$ cat src/exu_pkg.sv
package exu_pkg;

   //////////////////////////////////////////////////////////////////////
   // widths
   //////////////////////////////////////////////////////////////////////

   // general register width, one word
   localparam int GRLEN      = 32;
   // register file index
   localparam int REG_IDX_W  = 5;
   // csr address space
   localparam int CSR_ADDR_W = 14;

   //////////////////////////////////////////////////////////////////////
   // vector types
   //////////////////////////////////////////////////////////////////////

   // register value, operand or result
   typedef logic [GRLEN-1:0]      gr_t;
   // register file index
   typedef logic [REG_IDX_W-1:0]  reg_idx_t;
   // csr address
   typedef logic [CSR_ADDR_W-1:0] csr_addr_t;

   // csrwr is a csrxchg whose mask covers the whole register
   localparam gr_t CSR_FULL_MASK = '1;

   //////////////////////////////////////////////////////////////////////
   // lsu outstanding tracker
   //////////////////////////////////////////////////////////////////////

   // idle until an lsu op leaves e, busy until its finish at m
   typedef enum logic {
      LSU_IDLE = 1'b0,
      LSU_BUSY = 1'b1
   } lsu_state_t;

endpackage

$ cat src/exu_bypass.sv
`timescale 1ns/1ps

module exu_bypass (
   // source indices at e
   input  exu_pkg::reg_idx_t rs1_e,
   input  exu_pkg::reg_idx_t rs2_e,
   // register file values (b may already hold the immediate)
   input  exu_pkg::gr_t      alu_a_e,
   input  exu_pkg::gr_t      alu_b_e,
   input  exu_pkg::gr_t      imm_shifted_e,
   input  logic              alu_b_imm_e,
   input  logic              double_read_e,
   // m stage producer
   input  exu_pkg::reg_idx_t rd_m,
   input  logic              wen_m,
   input  exu_pkg::gr_t      rd_data_m,
   // w stage producer
   input  exu_pkg::reg_idx_t irf_rd_w,
   input  logic              irf_wen_w,
   input  exu_pkg::gr_t      irf_rd_data_w,
   // forwarded operands
   output exu_pkg::gr_t      operand_a,
   output exu_pkg::gr_t      operand_b,
   output exu_pkg::gr_t      lsu_offset_e
);

   logic rs1_hit_m;
   logic rs1_hit_w;
   logic rs2_hit_m;
   logic rs2_hit_w;
   logic rs2_use_other;

   // index match against each producer, r0 included
   assign rs1_hit_m = wen_m & (rs1_e == rd_m);
   assign rs1_hit_w = irf_wen_w & (rs1_e == irf_rd_w);

   // b takes no forwarding for an immediate or a double read
   assign rs2_use_other = alu_b_imm_e | double_read_e;
   assign rs2_hit_m     = ~rs2_use_other & wen_m & (rs2_e == rd_m);
   assign rs2_hit_w     = ~rs2_use_other & irf_wen_w & (rs2_e == irf_rd_w);

   // operand a, youngest producer first
   always_comb begin
      if (rs1_hit_m) begin
         operand_a = rd_data_m;
      end else if (rs1_hit_w) begin
         operand_a = irf_rd_data_w;
      end else begin
         operand_a = alu_a_e;
      end
   end

   // operand b, same priority
   always_comb begin
      if (rs2_hit_m) begin
         operand_b = rd_data_m;
      end else if (rs2_hit_w) begin
         operand_b = irf_rd_data_w;
      end else begin
         operand_b = alu_b_e;
      end
   end

   // register offset for double reads, immediate otherwise
   assign lsu_offset_e = double_read_e ? operand_b : imm_shifted_e;

endmodule

$ cat src/exu_writeback.sv
`timescale 1ns/1ps

module exu_writeback (
   input  logic              clk,
   input  logic              rst_n,
   // alu result and target at e
   input  exu_pkg::gr_t      alu_res_e,
   input  exu_pkg::reg_idx_t rf_target_e,
   input  logic              alu_wen_ok_e,
   // csr read path
   input  logic              csr_go_e,
   input  logic              csr_rdwen_e,
   input  exu_pkg::gr_t      csr_rdata_m,
   // lsu return at m
   input  exu_pkg::gr_t      lsu_rdata_m,
   input  logic              lsu_finish_m,
   input  logic              lsu_wen_m,
   input  exu_pkg::reg_idx_t lsu_rd_m,
   // m stage view for forwarding
   output exu_pkg::reg_idx_t rd_m,
   output logic              wen_m,
   output exu_pkg::gr_t      rd_data_m,
   // register file write port
   output exu_pkg::reg_idx_t irf_rd_w,
   output logic              irf_wen_w,
   output exu_pkg::gr_t      irf_rd_data_w
);

   import exu_pkg::*;

   gr_t      alu_res_m;
   reg_idx_t rf_target_m;
   logic     alu_wen_m;
   logic     csr_valid_m;
   logic     csr_rdwen_m;

   //////////////////////////////////////////////////////////////////////
   // e to m
   //////////////////////////////////////////////////////////////////////

   // write claims
   always_ff @(posedge clk) begin
      if (!rst_n) begin
         alu_wen_m   <= 1'b0;
         csr_valid_m <= 1'b0;
         csr_rdwen_m <= 1'b0;
      end else begin
         alu_wen_m   <= alu_wen_ok_e;
         csr_valid_m <= csr_go_e;
         csr_rdwen_m <= csr_rdwen_e;
      end
   end

   // result and target, csr read shares the alu target
   always_ff @(posedge clk) begin
      alu_res_m   <= alu_res_e;
      rf_target_m <= rf_target_e;
   end

   //////////////////////////////////////////////////////////////////////
   // m stage select
   //////////////////////////////////////////////////////////////////////

   // lsu finish wins, then csr read, alu by default
   always_comb begin
      if (lsu_finish_m) begin
         rd_data_m = lsu_rdata_m;
      end else if (csr_valid_m) begin
         rd_data_m = csr_rdata_m;
      end else begin
         rd_data_m = alu_res_m;
      end
   end

   // lsu keeps its own rd since its latency varies
   assign rd_m  = lsu_finish_m ? lsu_rd_m : rf_target_m;

   // any unit may claim the write
   assign wen_m = alu_wen_m | (lsu_wen_m & lsu_finish_m) | csr_rdwen_m;

   //////////////////////////////////////////////////////////////////////
   // m to w
   //////////////////////////////////////////////////////////////////////

   always_ff @(posedge clk) begin
      if (!rst_n) begin
         irf_wen_w <= 1'b0;
      end else begin
         irf_wen_w <= wen_m;
      end
   end

   always_ff @(posedge clk) begin
      irf_rd_w      <= rd_m;
      irf_rd_data_w <= rd_data_m;
   end

endmodule

$ cat src/exu_csr_stage.sv
`timescale 1ns/1ps

module exu_csr_stage (
   input  logic               clk,
   input  logic               rst_n,
   // csr read data, one cycle ahead of e
   input  exu_pkg::gr_t       csr_rdata_d,
   // forwarded operands, a is the mask and b the data
   input  exu_pkg::gr_t       operand_a,
   input  exu_pkg::gr_t       operand_b,
   input  logic               csr_xchg_e,
   input  logic               csr_wen_e,
   input  exu_pkg::csr_addr_t csr_waddr_e,
   // read data at m for writeback
   output exu_pkg::gr_t       csr_rdata_m,
   // csr write port
   output logic               csr_wen_m,
   output exu_pkg::csr_addr_t csr_waddr_m,
   output exu_pkg::gr_t       csr_wdata_m,
   output exu_pkg::gr_t       csr_mask_m
);

   import exu_pkg::*;

   gr_t csr_rdata_e;
   gr_t csr_mask_e;

   //////////////////////////////////////////////////////////////////////
   // read data, d to e to m
   //////////////////////////////////////////////////////////////////////

   always_ff @(posedge clk) begin
      csr_rdata_e <= csr_rdata_d;
      csr_rdata_m <= csr_rdata_e;
   end

   //////////////////////////////////////////////////////////////////////
   // write staging
   //////////////////////////////////////////////////////////////////////

   // csrxchg masks with rj, csrwr writes every bit
   assign csr_mask_e = csr_xchg_e ? operand_a : CSR_FULL_MASK;

   always_ff @(posedge clk) begin
      if (!rst_n) begin
         csr_wen_m <= 1'b0;
      end else begin
         csr_wen_m <= csr_wen_e;
      end
   end

   // write address equals the read address of the same instruction
   always_ff @(posedge clk) begin
      csr_waddr_m <= csr_waddr_e;
      csr_wdata_m <= operand_b;
      csr_mask_m  <= csr_mask_e;
   end

endmodule

$ cat src/exu_ctrl.sv
`timescale 1ns/1ps

module exu_ctrl (
   input  logic clk,
   input  logic rst_n,
   input  logic valid_e,
   input  logic timer_intr,
   // raw requests from decode
   input  logic lsu_valid_e,
   input  logic alu_wen_e,
   input  logic csr_valid_e,
   // lsu status
   input  logic lsu_finish_m,
   input  logic lsu_ale_e,
   input  logic illinst_e,
   // csr write progress
   input  logic csr_wen_e,
   input  logic csr_wen_m,
   // gated requests
   output logic lsu_go_e,
   output logic alu_wen_ok_e,
   output logic csr_go_e,
   output logic except,
   output logic stall_req
);

   import exu_pkg::*;

   logic       intr;
   logic       kill_e;
   logic       intr_hold_q;
   lsu_state_t lsu_state_q;
   lsu_state_t lsu_state_next;
   logic       csr_stall_q;
   logic       csr_stall_next;

   //////////////////////////////////////////////////////////////////////
   // interrupt hold
   //////////////////////////////////////////////////////////////////////

   // interrupt waits for a valid instruction at e
   // bubbles at e keep it pending in the hold flag
   always_ff @(posedge clk) begin
      if (!rst_n) begin
         intr_hold_q <= 1'b0;
      end else if (timer_intr | valid_e) begin
         intr_hold_q <= timer_intr & ~valid_e;
      end
   end

   assign intr = valid_e & (timer_intr | intr_hold_q);

   // only the interrupt kills e
   // ale comes from the lsu at e and would loop back through lsu_go_e
   assign kill_e = intr;

   assign lsu_go_e     = lsu_valid_e & ~kill_e;
   assign alu_wen_ok_e = alu_wen_e & ~kill_e;
   assign csr_go_e     = csr_valid_e & ~kill_e;

   // misaligned access, illegal instruction or interrupt
   assign except = lsu_ale_e | illinst_e | intr;

   //////////////////////////////////////////////////////////////////////
   // stall tracking
   //////////////////////////////////////////////////////////////////////

   // busy from the cycle after go until the cycle after finish
   always_comb begin
      lsu_state_next = lsu_state_q;
      if (lsu_go_e) begin
         lsu_state_next = LSU_BUSY;
      end else if (lsu_finish_m) begin
         lsu_state_next = LSU_IDLE;
      end
   end

   // csr write holds fetch until it lands at m
   assign csr_stall_next = csr_wen_e | (csr_stall_q & ~csr_wen_m);

   always_ff @(posedge clk) begin
      if (!rst_n) begin
         lsu_state_q <= LSU_IDLE;
         csr_stall_q <= 1'b0;
      end else begin
         lsu_state_q <= lsu_state_next;
         csr_stall_q <= csr_stall_next;
      end
   end

   assign stall_req = lsu_go_e | (lsu_state_q == LSU_BUSY) | csr_stall_next;

endmodule

$ cat src/exu_ecl.sv
`timescale 1ns/1ps

module exu_ecl (
   input  logic               clk,
   input  logic               rst_n,
   input  logic               valid_e,
   input  logic               timer_intr,
   // alu
   input  exu_pkg::gr_t       alu_a_e,
   input  exu_pkg::gr_t       alu_b_e,
   input  logic               alu_b_imm_e,
   input  exu_pkg::reg_idx_t  rs1_e,
   input  exu_pkg::reg_idx_t  rs2_e,
   input  exu_pkg::reg_idx_t  rf_target_e,
   input  logic               alu_wen_e,
   input  exu_pkg::gr_t       alu_res_e,
   input  logic               illinst_e,
   // lsu
   input  logic               lsu_valid_e,
   input  logic               double_read_e,
   input  exu_pkg::gr_t       imm_shifted_e,
   input  exu_pkg::gr_t       lsu_rdata_m,
   input  logic               lsu_finish_m,
   input  exu_pkg::reg_idx_t  lsu_rd_m,
   input  logic               lsu_wen_m,
   input  logic               lsu_ale_e,
   // csr
   input  logic               csr_valid_e,
   input  exu_pkg::gr_t       csr_rdata_d,
   input  logic               csr_rdwen_e,
   input  logic               csr_xchg_e,
   input  logic               csr_wen_e,
   input  exu_pkg::csr_addr_t csr_waddr_e,
   // forwarded operands, base and branch a, alu b and store data
   output exu_pkg::gr_t       operand_a,
   output exu_pkg::gr_t       operand_b,
   output logic               lsu_go_e,
   output exu_pkg::gr_t       lsu_offset_e,
   // csr write port
   output logic               csr_wen_m,
   output exu_pkg::csr_addr_t csr_waddr_m,
   output exu_pkg::gr_t       csr_wdata_m,
   output exu_pkg::gr_t       csr_mask_m,
   // to fetch
   output logic               except,
   output logic               stall_req,
   // register file write port
   output exu_pkg::gr_t       irf_rd_data_w,
   output logic               irf_wen_w,
   output exu_pkg::reg_idx_t  irf_rd_w
);

   import exu_pkg::*;

   // kill gated requests
   logic     alu_wen_ok_e;
   logic     csr_go_e;
   // m stage producer
   reg_idx_t rd_m;
   logic     wen_m;
   gr_t      rd_data_m;
   gr_t      csr_rdata_m;

   exu_ctrl u_ctrl (
      .clk          (clk),
      .rst_n        (rst_n),
      .valid_e      (valid_e),
      .timer_intr   (timer_intr),
      .lsu_valid_e  (lsu_valid_e),
      .alu_wen_e    (alu_wen_e),
      .csr_valid_e  (csr_valid_e),
      .lsu_finish_m (lsu_finish_m),
      .lsu_ale_e    (lsu_ale_e),
      .illinst_e    (illinst_e),
      .csr_wen_e    (csr_wen_e),
      .csr_wen_m    (csr_wen_m),
      .lsu_go_e     (lsu_go_e),
      .alu_wen_ok_e (alu_wen_ok_e),
      .csr_go_e     (csr_go_e),
      .except       (except),
      .stall_req    (stall_req)
   );

   exu_bypass u_bypass (
      .rs1_e         (rs1_e),
      .rs2_e         (rs2_e),
      .alu_a_e       (alu_a_e),
      .alu_b_e       (alu_b_e),
      .imm_shifted_e (imm_shifted_e),
      .alu_b_imm_e   (alu_b_imm_e),
      .double_read_e (double_read_e),
      .rd_m          (rd_m),
      .wen_m         (wen_m),
      .rd_data_m     (rd_data_m),
      .irf_rd_w      (irf_rd_w),
      .irf_wen_w     (irf_wen_w),
      .irf_rd_data_w (irf_rd_data_w),
      .operand_a     (operand_a),
      .operand_b     (operand_b),
      .lsu_offset_e  (lsu_offset_e)
   );

   exu_writeback u_writeback (
      .clk           (clk),
      .rst_n         (rst_n),
      .alu_res_e     (alu_res_e),
      .rf_target_e   (rf_target_e),
      .alu_wen_ok_e  (alu_wen_ok_e),
      .csr_go_e      (csr_go_e),
      .csr_rdwen_e   (csr_rdwen_e),
      .csr_rdata_m   (csr_rdata_m),
      .lsu_rdata_m   (lsu_rdata_m),
      .lsu_finish_m  (lsu_finish_m),
      .lsu_wen_m     (lsu_wen_m),
      .lsu_rd_m      (lsu_rd_m),
      .rd_m          (rd_m),
      .wen_m         (wen_m),
      .rd_data_m     (rd_data_m),
      .irf_rd_w      (irf_rd_w),
      .irf_wen_w     (irf_wen_w),
      .irf_rd_data_w (irf_rd_data_w)
   );

   exu_csr_stage u_csr (
      .clk         (clk),
      .rst_n       (rst_n),
      .csr_rdata_d (csr_rdata_d),
      .operand_a   (operand_a),
      .operand_b   (operand_b),
      .csr_xchg_e  (csr_xchg_e),
      .csr_wen_e   (csr_wen_e),
      .csr_waddr_e (csr_waddr_e),
      .csr_rdata_m (csr_rdata_m),
      .csr_wen_m   (csr_wen_m),
      .csr_waddr_m (csr_waddr_m),
      .csr_wdata_m (csr_wdata_m),
      .csr_mask_m  (csr_mask_m)
   );

endmodule

$ cat config.mk
export PLATFORM = sky130hd
export DESIGN_NAME = exu_ecl
export DESIGN_NICKNAME = d
export VERILOG_FILES = /design/src/exu_pkg.sv /design/src/exu_bypass.sv /design/src/exu_writeback.sv /design/src/exu_csr_stage.sv /design/src/exu_ctrl.sv /design/src/exu_ecl.sv
export SDC_FILE = /design/constraint.sdc
export NUM_CORES = 1
export LEC_CHECK = 0
export ABC_AREA = 1
export BUFFER_PORTS_ARGS = -buffer_cell sky130_fd_sc_hd__buf_2
export CORE_MARGIN = 10
export CORE_UTILIZATION = 28
export DETAILED_ROUTE_END_ITERATION = 7
export GPL_TIMING_DRIVEN = 0
export SYNTH_ARGS = -nofsm -noshare
export SYNTH_HDL_FRONTEND = slang
export SYNTH_HIERARCHICAL = 1
export SYNTH_SLANG_ARGS = --single-unit
$ cat constraint.sdc
create_clock -name clk -period 2.95 [get_ports clk]
set_input_delay 0.7375 -clock clk [delete_from_list [all_inputs] [get_ports clk]]
set_output_delay 0.7375 -clock clk [all_outputs]
set_load 0.005 [all_outputs]
* Yosys cells after proc, flatten, opt, wreduce, memory -nomap -nowiden
Index checks and enable logic that the tools add are counted.
Cells by class: eq/ne operators 4, mux-type cells 10, bitwise gates (word level) 27, reduce and logical (&&, ||, !) cells 1
Operator list (count):
- two-way mux 32 bit | 7
- equality test 5 bit | 4
- AND 1 bit | 13
- OR 1 bit | 10
- two-way mux 5 bit | 1
- inverter 1 bit | 4
- two-way mux 1 bit | 2
- nonzero test 2 bit | 1
Storage, ports and cells: register bits 224, bits of input ports 242, output and inout port bits 216, logic and storage cells 59

* Longest topological paths before layout
Gate-level depths: netlist of the first run.
depth in word-level cells 7, depth in mapped cells 15, mapped depth without buffers 13

* By module
Netlist of the first run, hierarchy kept.
By module, submodules not included:
- exu_csr_stage | times used 1, cells each 212, area an instance 3144.3 sq um, seq. area each 2862.7 sq um
- exu_bypass | times used 1, cells each 601, area an instance 3143.0 sq um, seq. area each 0.0 sq um
- exu_writeback | times used 1, cells each 343, area an instance 2675.1 sq um, seq. area each 1561.5 sq um
- exu_ctrl | times used 1, cells each 23, area an instance 153.9 sq um, seq. area each 60.1 sq um

* Least setup slack after synthesis of the first run
Ideal clock, no wire load.
path type input to output, from input lsu_finish_m, to output operand_b[10], data arrival time 2.029 ns, data required time 2.213 ns, setup slack 0.184 ns, cell stages on the path 12, buffers on the path 2, path through inv_2 buf_4 nand2_1 nand2_1 inv_1 nand2_1 nand2_1 a21oi_2 nand3_2 buf_6 nand3_2 and2_1
Between the ends: elaborated cells between the ends (all ways) 9, those cells by class 1 x eq/ne; 3 x mux; 5 x bitwise
RTL lines:
- start: declaration | RTL line exu_ecl.sv:23 | input logic lsu_finish_m,
- two-way mux 5 bit | RTL line exu_writeback.sv:76 | assign rd_m = lsu_finish_m ? lsu_rd_m : rf_target_m;
- named net rd_m[0] | RTL line exu_ecl.sv:59 | reg_idx_t rd_m;
- equality test 5 bit | RTL line exu_bypass.sv:39 | assign rs2_hit_m = ~rs2_use_other & wen_m & (rs2_e == rd_m);
- AND 1 bit | RTL line exu_bypass.sv:39
- two-way mux 32 bit | RTL line exu_bypass.sv:55 | if (rs2_hit_m) begin
- end: declaration | RTL line exu_ecl.sv:36 | output exu_pkg::gr_t operand_b,
The timed path passes the listed nets, and every way through them passes these cells.

* Worst setup path after layout of the first run
from input lsu_finish_m, to output lsu_offset_e[26]
Between the ends: elaborated cells between the ends (all ways) 10, those cells by class 1 x eq/ne; 4 x mux; 5 x bitwise
RTL lines:
- two-way mux 5 bit | RTL line exu_writeback.sv:76
- named net rd_m[2] | RTL line exu_ecl.sv:59
- equality test 5 bit | RTL line exu_bypass.sv:39
- AND 1 bit | RTL line exu_bypass.sv:39
- two-way mux 32 bit | RTL line exu_bypass.sv:55
- two-way mux 32 bit | RTL line exu_bypass.sv:65 | assign lsu_offset_e = double_read_e ? operand_b : imm_shifted_e;
- end: declaration | RTL line exu_ecl.sv:38 | output exu_pkg::gr_t lsu_offset_e,
The timed path passes the listed nets, and every way through them passes these cells.

==> results of run 1 <==
[per-stage QoR]
| step | area (um^2) | util (%) | hold WS [ps] | std cells | TNS (ps) |
|---|---|---|---|---|---|
| 6_report | 14800 | 45.6 | 299 | 2173 | -15360 |
| 5_1_grt | 14800 | 45.6 | 268 | 2173 | -22920 |
| 4_1_cts | 13800 | 42.6 | 266 | 2149 | -14960 |
| 3_5_place_dp | 12000 | 36.9 | 312 | 2077 | -110480 |
| 3_3_place_gp | 12000 | 36.9 | 311 | 2077 | -104510 |
| 2_1_floorplan | 9120 | - | 310 | 1179 | 0 |
[cell usage in the layout (no fill, tap or decap), types with 5 or more instances in the layout]
master and count:
sky130_fd_sc_hd__clkbuf_16 32, sky130_fd_sc_hd__nand2_1 333, sky130_fd_sc_hd__dfxtp_1 222, sky130_fd_sc_hd__nand3_4 33, sky130_fd_sc_hd__o21ai_2 8, sky130_fd_sc_hd__nand2_2 86
sky130_fd_sc_hd__buf_6 75, sky130_fd_sc_hd__inv_1 183, sky130_fd_sc_hd__nand3_1 33, sky130_fd_sc_hd__nand3_2 35, sky130_fd_sc_hd__clkbuf_1 5, sky130_fd_sc_hd__buf_4 30
sky130_fd_sc_hd__buf_12 16, sky130_fd_sc_hd__buf_2 421, sky130_fd_sc_hd__nand2_4 18, sky130_fd_sc_hd__nand4_1 64, sky130_fd_sc_hd__buf_8 8, sky130_fd_sc_hd__nor2_1 12
sky130_fd_sc_hd__o21ai_1 27, sky130_fd_sc_hd__nor2_4 5, sky130_fd_sc_hd__and2_4 32
[cell families after synthesis]
logic type             share of synthesized area [%]
flip-flops                                      49.2
XOR/XNOR                                       0.192
AND/OR/NAND/NOR                                 34.6
AO/OA/AOI/OAI                                   3.16
buffers and inverters                           12.9
[where the power goes]
group / internal [uW] / total, uW / switching [uW] / leakage (uW)
Sequential: 3220 / 3300 / 77.9 / 0.00189
Combinational: 656 / 1430 / 774 / 0.00564
Clock: 1940 / 3270 / 1330 / 0.000419
Total: 5820 / 8000 / 2180 / 0.00795
[metal layers]
| metal | up-vias | track usage (%) |
|---|---|---|
| met1 | 4329 | 22.4 |
| li1 | 4684 | - |
| met4 | 4 | 5.44 |
| met2 | 386 | 32.2 |
| met3 | 69 | 4.60 |
| met5 | - | 0 |
[layout make-up]
type                       count  area, um^2  share of cell area [%]
timing repair buffer         502        3230                    21.9
tap                          442         553                    3.74
antenna                        4        10.0                  0.0678
buffer                        60         606                    4.10
clock buffer                  31         688                    4.66
inverter                     190         741                    5.01
clock inverter                14         186                    1.26
multi-input combinational    706        4270                    28.9
sequential                   224        4490                    30.4
[registers in the layout, summed over array words and instances, names as in the netlist, 5 cells and up]
| signal | count |
|---|---|
| u_writeback/irf_rd_w | 5 |
| u_writeback/rf_target_m | 5 |
| u_writeback/alu_res_m | 32 |
| u_writeback/irf_rd_data_w | 32 |
| u_csr/csr_wdata_m | 32 |
| u_csr/csr_waddr_m | 14 |
| u_csr/csr_rdata_e | 32 |
| u_csr/csr_rdata_m | 32 |
| u_csr/csr_mask_m | 32 |
[worst max-delay path: cells and delay by family]
kind / cells / cell delay, ps
AND/OR/NAND/NOR: 7 / 640
XOR/XNOR: 1 / 190
buffers and inverters: 7 / 840
[worst min path at each step]
| stage | cells after the start | from | endpoint |
|---|---|---|---|
| after floorplan | 0 | u_csr/csr_rdata_e[0] | u_csr/csr_rdata_m[0] |
| after global placement | 0 | u_csr/csr_rdata_e[31] | u_csr/csr_rdata_m[31] |
| after detailed placement | 0 | u_csr/csr_rdata_e[11] | u_csr/csr_rdata_m[11] |
| after CTS | 1 | csr_waddr_e[12] | u_csr/csr_waddr_m[12] |
| after global routing | 1 | csr_rdata_d[30] | u_csr/csr_rdata_e[30] |
| final | 1 | csr_rdata_d[22] | u_csr/csr_rdata_e[22] |
[timing repair]
item / in CTS / in global routing
hold endpoints to repair: 0 / 0
resized for setup: 157 / 161
endpoints found under the setup margin: 96 / 96
setup buffers: 24 / 13
pin swaps: 42 / 88
gates cloned: 3 / 8
==> impl_summary.md, run 1 <==
CTS
In this run, CTS created clock tree buffers numbering 25. The deepest clock path buffer count is 3. The CTS H-tree depth is 1. In this run the clock root is driven by a sky130_fd_sc_hd__clkbuf_16.

The clock slew at the register clock pins of the worst setup and hold paths is 70 ps. The CTS tree is done. The number of buffers inserted by hold repair at cts is 0. The latest clock arrival within the worst-skew pair is 540 ps.

The number of sinks handled by clock tree synthesis is 224.

Floorplan
The floorplan step defined a die boundary enclosing 0.0402 mm^2. Measured along the x axis, the die boundary spans 200 um. 458 I/O pins were placed. Measured along the y axis, the die boundary spans 200 um. The floorplan step defined a core boundary enclosing 0.0324 mm^2. The initial core utilization is 28.2%. The floorplan has 66 rows.

Setup path
In this design, the stage delay of the slowest critical-path cell is 190 ps. The source of the worst register-to-register timing path is u_writeback/irf_rd_w[3]. The end of the worst register-to-register path is u_csr/csr_wdata_m[1]. The worst setup path startpoint is lsu_finish_m. Following the worst setup path forward leads to its endpoint at lsu_offset_e[26].

Across all register-to-register paths, the minimum setup slack is 1010 ps. Of all nets on the critical path, the largest fanout is 7. The worst setup path is of the in2out kind. The kind of start point of the critical path is an input pin. At the worst endpoint, the arrival time is 2440 ps.

Data on the critical path is required at its endpoint by 2210 ps. The number of cells on the worst reg-to-reg path is 12. In this design, the critical path's most frequently occurring cell is sky130_fd_sc_hd__buf_12. The worst setup path is captured at a primary output. Walking the worst path, the cells encountered are buf_12, clkinv_8, buf_12, nand2_2, nand2_4, xor2_2, nor2_4, buf_12, nand3_4, buf_12, buf_12, nand3_2, nand3_2, nand2_1, buf_2.

The slowest cell on the critical path is sky130_fd_sc_hd__xor2_2.

GRT
The overall track demand over capacity in global routing is 18.7%. The global-route wire length before repair is 58.7 mm. The maximum number of pins on one net before global-route repair is 15. The number of antenna violations at the first check in global routing is 6. For this run the aggregate overflow at the end of global routing stands at 0. The number of global-route vias before repair is 9380.

Synthesis
Counting every instance in the synthesized netlist gives 1179. The mean cell area of the mapped netlist is 7.73 um^2. The area of the mapped netlist is 0.00912 mm^2. The cell with the most instances after synthesis is sky130_fd_sc_hd__nand2_1. The post-synthesis cell type with the largest combined area is sky130_fd_sc_hd__dfxtp_1. The post-synthesis net count is 1421. The area share of the largest cell type after synthesis is 49.2%. For this run, the register share of the synthesized area comes to 49.2%. The number of register bits inferred by synthesis is 224.

The share of synthesized flip-flops with an asynchronous set or reset is 0%. The number of different library cells in the post-synthesis netlist is 33. After synthesis, the cell types taking the most area are sky130_fd_sc_hd__dfxtp_1 49%, sky130_fd_sc_hd__nand2_1 17%, sky130_fd_sc_hd__inv_1 7.7%, sky130_fd_sc_hd__nand4_1 4.4%, sky130_fd_sc_hd__nand3_1 3.7%. In the synthesized netlist, the cells that appear most often are 404 x sky130_fd_sc_hd__nand2_1, 224 x sky130_fd_sc_hd__dfxtp_1, 186 x sky130_fd_sc_hd__inv_1, 67 x sky130_fd_sc_hd__nand3_1, 64 x sky130_fd_sc_hd__nand4_1. In the synthesized netlist the dominant register cell turns out to be sky130_fd_sc_hd__dfxtp_1. In this run, synthesis inferred 0 flip-flops with an integrated enable. For this run, the number of Yosys warnings is 6.

Route
Dividing the detail-routed via count by the number of cells gives 4.36. Routed signal wires occupy layers up through met5. The violation count after the first detailed-route iteration is 491. In this run the remaining antenna-violating nets after routing total 0. The total DRC errors in the routed layout is 0.

The number of vias in the routed layout is 9472. The first TritonRoute pass finished after 5 iterations. In the final routing, the length of wire on met1 measures 17.0 mm. Detailed routing placed a total of 20.2 mm of wire on met2. After detailed routing, the total wire length is 41.1 mm. In the detailed route, the total length drawn on met3 is 2.88 mm. The mean routed wirelength per cell is 18.9 um.

Finish
The number of nets in the finished design is 1951. The count of fill cells added during filler insertion is 3219. The share of final-layout standard cells stronger than drive strength 1 is 48.5%. From synthesis to final layout, the design area changed by 62.1%.

Pwr
The leakage power of the design is 0.00795 uW. VDD sags by at most 0.475 mV. For this design the ratio of total power to cell area is 541 mW/mm^2.

The overall power after layout is 8000 uW.

Timing
Setup violations remaining at the end of the flow were counted as 96. The final period utilization is 108%. The worst clock skew is 14.1 ps. At the pin with the least slew margin, the transition time is 553 ps. The final max-slew violation count came to 0. The number of failing hold endpoints at the final stage is 0. In this run the tightest slew margin relative to its limit is 63.1%. Once routing completed, OpenROAD measured the worst setup slack at -224 ps.

Derived from the worst setup path, the maximum achievable clock frequency is 315 MHz. Setup repair after global routing could not meet its margin everywhere. The final critical path time including I/O delays and setup is 3170 ps.

Worst hold path
The type of the tightest min-delay check is in2reg.

Run status
The checks that failed: setup timing. The flow ran to the end, but the final reports show violations.

Placed design
Buffers placed on the I/O ports in this run total 456. Once detailed placement completed, the half-perimeter wirelength came to 32.3 mm. Before CTS, the worst setup slack after placement is -1160 ps. The final weighted congestion of routability-driven global placement is 0.901.

Run
The number of max-cap violations is 0.
No activity file was read; power rests on OpenSTA's default activity.
==> run 2: changes to the inputs <==
Settings changed: ABC_AREA 1 to not set.
==> run 2 against run 1 <==
Against the previous run: the flow still finishes with violations (setup timing); clock-buffer cell count unchanged; via count is 16% lower; critical path depth down 4; sequential share of layout area rose by 2.6 points; clock skew shrank 2.3 ps; clock power up 4%; final area decreased by 8.0%; first-iteration DRC count down 14%; routed wire length fell by 5.8%; critical path type unchanged; critical endpoint is now operand_a[6]; highest routed layer is now met4.
==> impl_summary.md, run 2 <==
Run status
The run finished, with violations left. The final reports fail on setup timing.

CTS
The clock slew at the register clock pins of the worst setup and hold paths was 70 ps (about the same). The latest clock arrival within the worst-skew pair came to 530 ps (about the same). The number of sinks handled by clock tree synthesis was 224 (unchanged). CTS placed an instance of sky130_fd_sc_hd__clkbuf_16 at the clock tree root.

The deepest clock path buffer count is 3 (unchanged). The CTS H-tree depth came to 1 (unchanged). The number of buffers added by the clock tree synthesis step is 25 (unchanged). The number of buffers inserted by hold repair at cts is 0 (unchanged). TritonCTS built the clock tree.

Finish
From synthesis to final layout, the design area changed by 68.8%. The area of the multi-input gates was 0.00453 mm^2 (+6.0%). Leaving out fill and tap cells, the most frequent cell in the layout is sky130_fd_sc_hd__buf_2. The count of fill cells added during filler insertion is 2740 (-15%). The sequential cell area is 0.00448 mm^2 (about the same). The number of nets in the finished design is 1516 (-22%). The share of final-layout standard cells stronger than drive strength 1 came to 58.0% (+9.5 points).

The library cells used most frequently in the layout, excluding fill and tap cells, are 478 x sky130_fd_sc_hd__buf_2, 224 x sky130_fd_sc_hd__dfxtp_1, 64 x sky130_fd_sc_hd__a31oi_4.

Route
The average via count per standard cell is 4.74 (+8.8%). The first-pass detailed-route iteration total was 4 (-1). The number of antenna-violating nets in the routed design was 0 (unchanged). The total wirelength of the detailed-routed design is 38.8 mm (-5.8%). The number of vias in the routed layout is 7980 (-16%). The mean routed wirelength per cell was 23.0 um (+22%).

The total DRC errors in the routed layout is 0 (unchanged). The violation count after the first detailed-route iteration is 420 (-14%).

Floorplan
The top-level port count is 458 (unchanged). The total die area is 0.0359 mm^2 (-11%). The chip width is 190 um (-5.4%). The die span in y is 190 um (-5.4%). The core box area is 0.0285 mm^2 (-12%). The number of core rows is 62 (-6.1%). The initial core utilization came to 28.2% (+0.051 points).

Setup path
The largest fanout on the critical path is 10 (+3). The required time reported for the critical path endpoint is 2210 ps (about the same). STA classifies the critical path endpoint as a primary output. The worst setup path is of the in2out kind. The critical path arrival is 2680 ps (+240 ps).

The kind of start point of the critical path is an input pin.

Timing
The final-report setup violation count came to 64 (-33%). The final period utilization came to 116% (+8.3 points). The final max-slew violation count is 0 (unchanged). The worst clock skew is 11.7 ps (-2.33 ps).

The transition at the pin with the smallest max-transition slack is 637 ps (+83.7 ps). The worst-case headroom to the max-slew limit is 57.5% (-5.6 points). Setup repair after global routing could not meet its margin everywhere. The number of failing hold endpoints at the final stage is 0 (unchanged). The upper clock frequency limit was 293 MHz (-7.1%). The final critical path time including I/O delays and setup is 3420 ps (+244 ps). The minimum setup slack in the final design is -468 ps (-244 ps).

Synthesis
The number of register bits inferred by synthesis is 224 (unchanged). The share of synthesized area occupied by flip-flops and latches was 55.7% (+6.5 points). The post-synthesis cell type with the largest combined area is sky130_fd_sc_hd__dfxtp_1. The number of flops mapped to enable cells by yosys came to 0 (unchanged). The count of yosys warnings during synthesis is 6 (unchanged).

In the synthesized netlist the dominant register cell turns out to be sky130_fd_sc_hd__dfxtp_1. The area share of the largest cell type after synthesis is 55.7% (+6.5 points). By count the netlist is led by 224 x sky130_fd_sc_hd__dfxtp_1, 64 x sky130_fd_sc_hd__nor3_1, 64 x sky130_fd_sc_hd__o21ai_0, 62 x sky130_fd_sc_hd__a31oi_1.

The number of different library cells in the post-synthesis netlist is 40 (+21%). Yosys attributes the largest share of cell area to sky130_fd_sc_hd__dfxtp_1 56%, sky130_fd_sc_hd__a31oi_1 4.8%, sky130_fd_sc_hd__mux2_2 4.5%, sky130_fd_sc_hd__mux2i_1 4.0%, sky130_fd_sc_hd__nor3_1 4.0%. The synthesized instance count is 768 (-35%).

The area of the mapped netlist came to 0.00805 mm^2 (-12%). The share of synthesized flip-flops with an asynchronous set or reset came to 0% (unchanged). The mean cell area of the mapped netlist is 10.5 um^2 (+36%).

In the post-synthesis netlist, the cell with the most instances is sky130_fd_sc_hd__dfxtp_1. The post-synthesis net count is 1010 (-29%).

Pwr
The leakage power of the design is 0.00567 uW (-29%). The overall power after layout is 7960 uW (-0.42%). The power per unit of standard cell area is 586 mW/mm^2 (+8.2%).

The maximum VDD drop came to 0.448 mV (-5.7%).

Placed design
The number of buffer cells added on primary ports came to 456 (unchanged). The half-perimeter wire length of the detailed placement result is 31.1 mm (-3.6%). The final weighted congestion of routability-driven global placement was 0.890 (-1.3%). The post-placement worst setup slack is -992 ps (+165 ps).

GRT
The global-route met2 utilization is 34.8% (+2.6 points). The global-route track usage on met3 is 5.11% (+0.51 points). The global-route wire length before repair is 55.1 mm (-6.0%). The overall track demand over capacity in global routing was 20.2% (+1.5 points). The sum of overflow across all layers after global routing is 0 (unchanged). The number of global-route vias before repair is 8454 (-9.9%).

The maximum number of pins on one net before global-route repair is 16 (+1). The met1 usage in global routing is 24.3% (+1.8 points). The number of antenna violations at the first check in global routing came to 4 (-2). The most heavily used metal layer in global routing is met2.

Run
The number of max-cap violations is 0 (unchanged).

Worst hold path
The tightest min-delay check is of the in2reg type.
run 2: cell types whose count changed in the layout (fill, tap and decap cells not counted), moves of 33 or more:
cell	change
sky130_fd_sc_hd__nand2_2	-85
sky130_fd_sc_hd__nand3_4	-33
sky130_fd_sc_hd__buf_6	-66
sky130_fd_sc_hd__buf_2	+57
sky130_fd_sc_hd__o21ai_0	+60
sky130_fd_sc_hd__nand4_1	-61
sky130_fd_sc_hd__nor3_2	+42
sky130_fd_sc_hd__inv_1	-183
sky130_fd_sc_hd__a31oi_4	+64
sky130_fd_sc_hd__nand2_1	-300
sky130_fd_sc_hd__nand3_2	-33
run 2: where the power goes:
part	switching [uW]	internal (uW)	total [uW]	leakage, uW
logic	683	584	1270	0.00334
clock network	1320	2070	3390	0.000443
registers	84.2	3220	3300	0.00189
total	2090	5880	7960	0.00567
run 2: per-stage QoR:
step	std cells	instance area, um^2	TNS [ps]	hold WS [ps]	utilization, %
6_report	1682	13600	-26650	310	47.6
5_1_grt	1680	13600	-31370	272	47.6
4_1_cts	1673	13300	-29200	268	46.6
3_5_place_dp	1608	11500	-69180	312	40.3
3_3_place_gp	1608	11500	-71330	310	40.3
2_1_floorplan	768	8730	-2640	310	-
run 2: cell type report:
| class | count | area share (%) |
|---|---|---|
| Tap cell | 384 | 3.53 |
| Sequential cell | 224 | 33.0 |
| Timing Repair Buffer | 480 | 19.5 |
| Buffer | 69 | 3.81 |
| Clock inverter | 15 | 1.54 |
| Antenna cell | 5 | 0.0920 |
| Multi-Input combinational cell | 474 | 33.3 |
| Clock buffer | 31 | 5.21 |
run 2: critical path, stage by stage:
cell	delay, ps
sky130_fd_sc_hd__buf_12	110
sky130_fd_sc_hd__buf_12	130
sky130_fd_sc_hd__mux2_4	330
sky130_fd_sc_hd__buf_6	130
sky130_fd_sc_hd__xnor2_4	150
sky130_fd_sc_hd__nand4_4	150
sky130_fd_sc_hd__buf_12	180
sky130_fd_sc_hd__buf_2	230
sky130_fd_sc_hd__nor3_2	310
sky130_fd_sc_hd__a31oi_4	50
sky130_fd_sc_hd__buf_2	150
run 2: cell families after synthesis:
kind of cell,synth area share [%]
multiplexers,9.38
flip-flops,55.7
XOR/XNOR,2.17
buffers and inverters,5.44
AO/OA/AOI/OAI,11.7
AND/OR/NAND/NOR,15.7
run 2: final timing paths:
check	start	end	slack, ps	depth (start not counted)
max	lsu_finish_m	operand_a[6]	-470	11
min	alu_res_e[5]	u_writeback/alu_res_m[5]	310	1
max reg2reg	u_writeback/rf_target_m[3]	u_csr/csr_mask_m[6]	890	9
min reg2reg	u_csr/csr_rdata_e[7]	u_csr/csr_rdata_m[7]	320	0
run 2: timing repair:
action                     in CTS  in global routing
resized for setup             115                 45
pin swaps                      12                  8
cloned                          5                  1
buffers inserted               15                  3
setup endpoints to repair      64                 64
run 2: per-layer routing:
layer,up-vias,share of wire (%),routed length [um]
met4,0,2.5,969
met5,-,0,0
met2,332,50,19200
met1,3809,41,15900
li1,3788,-,-
met3,51,7.0,2700
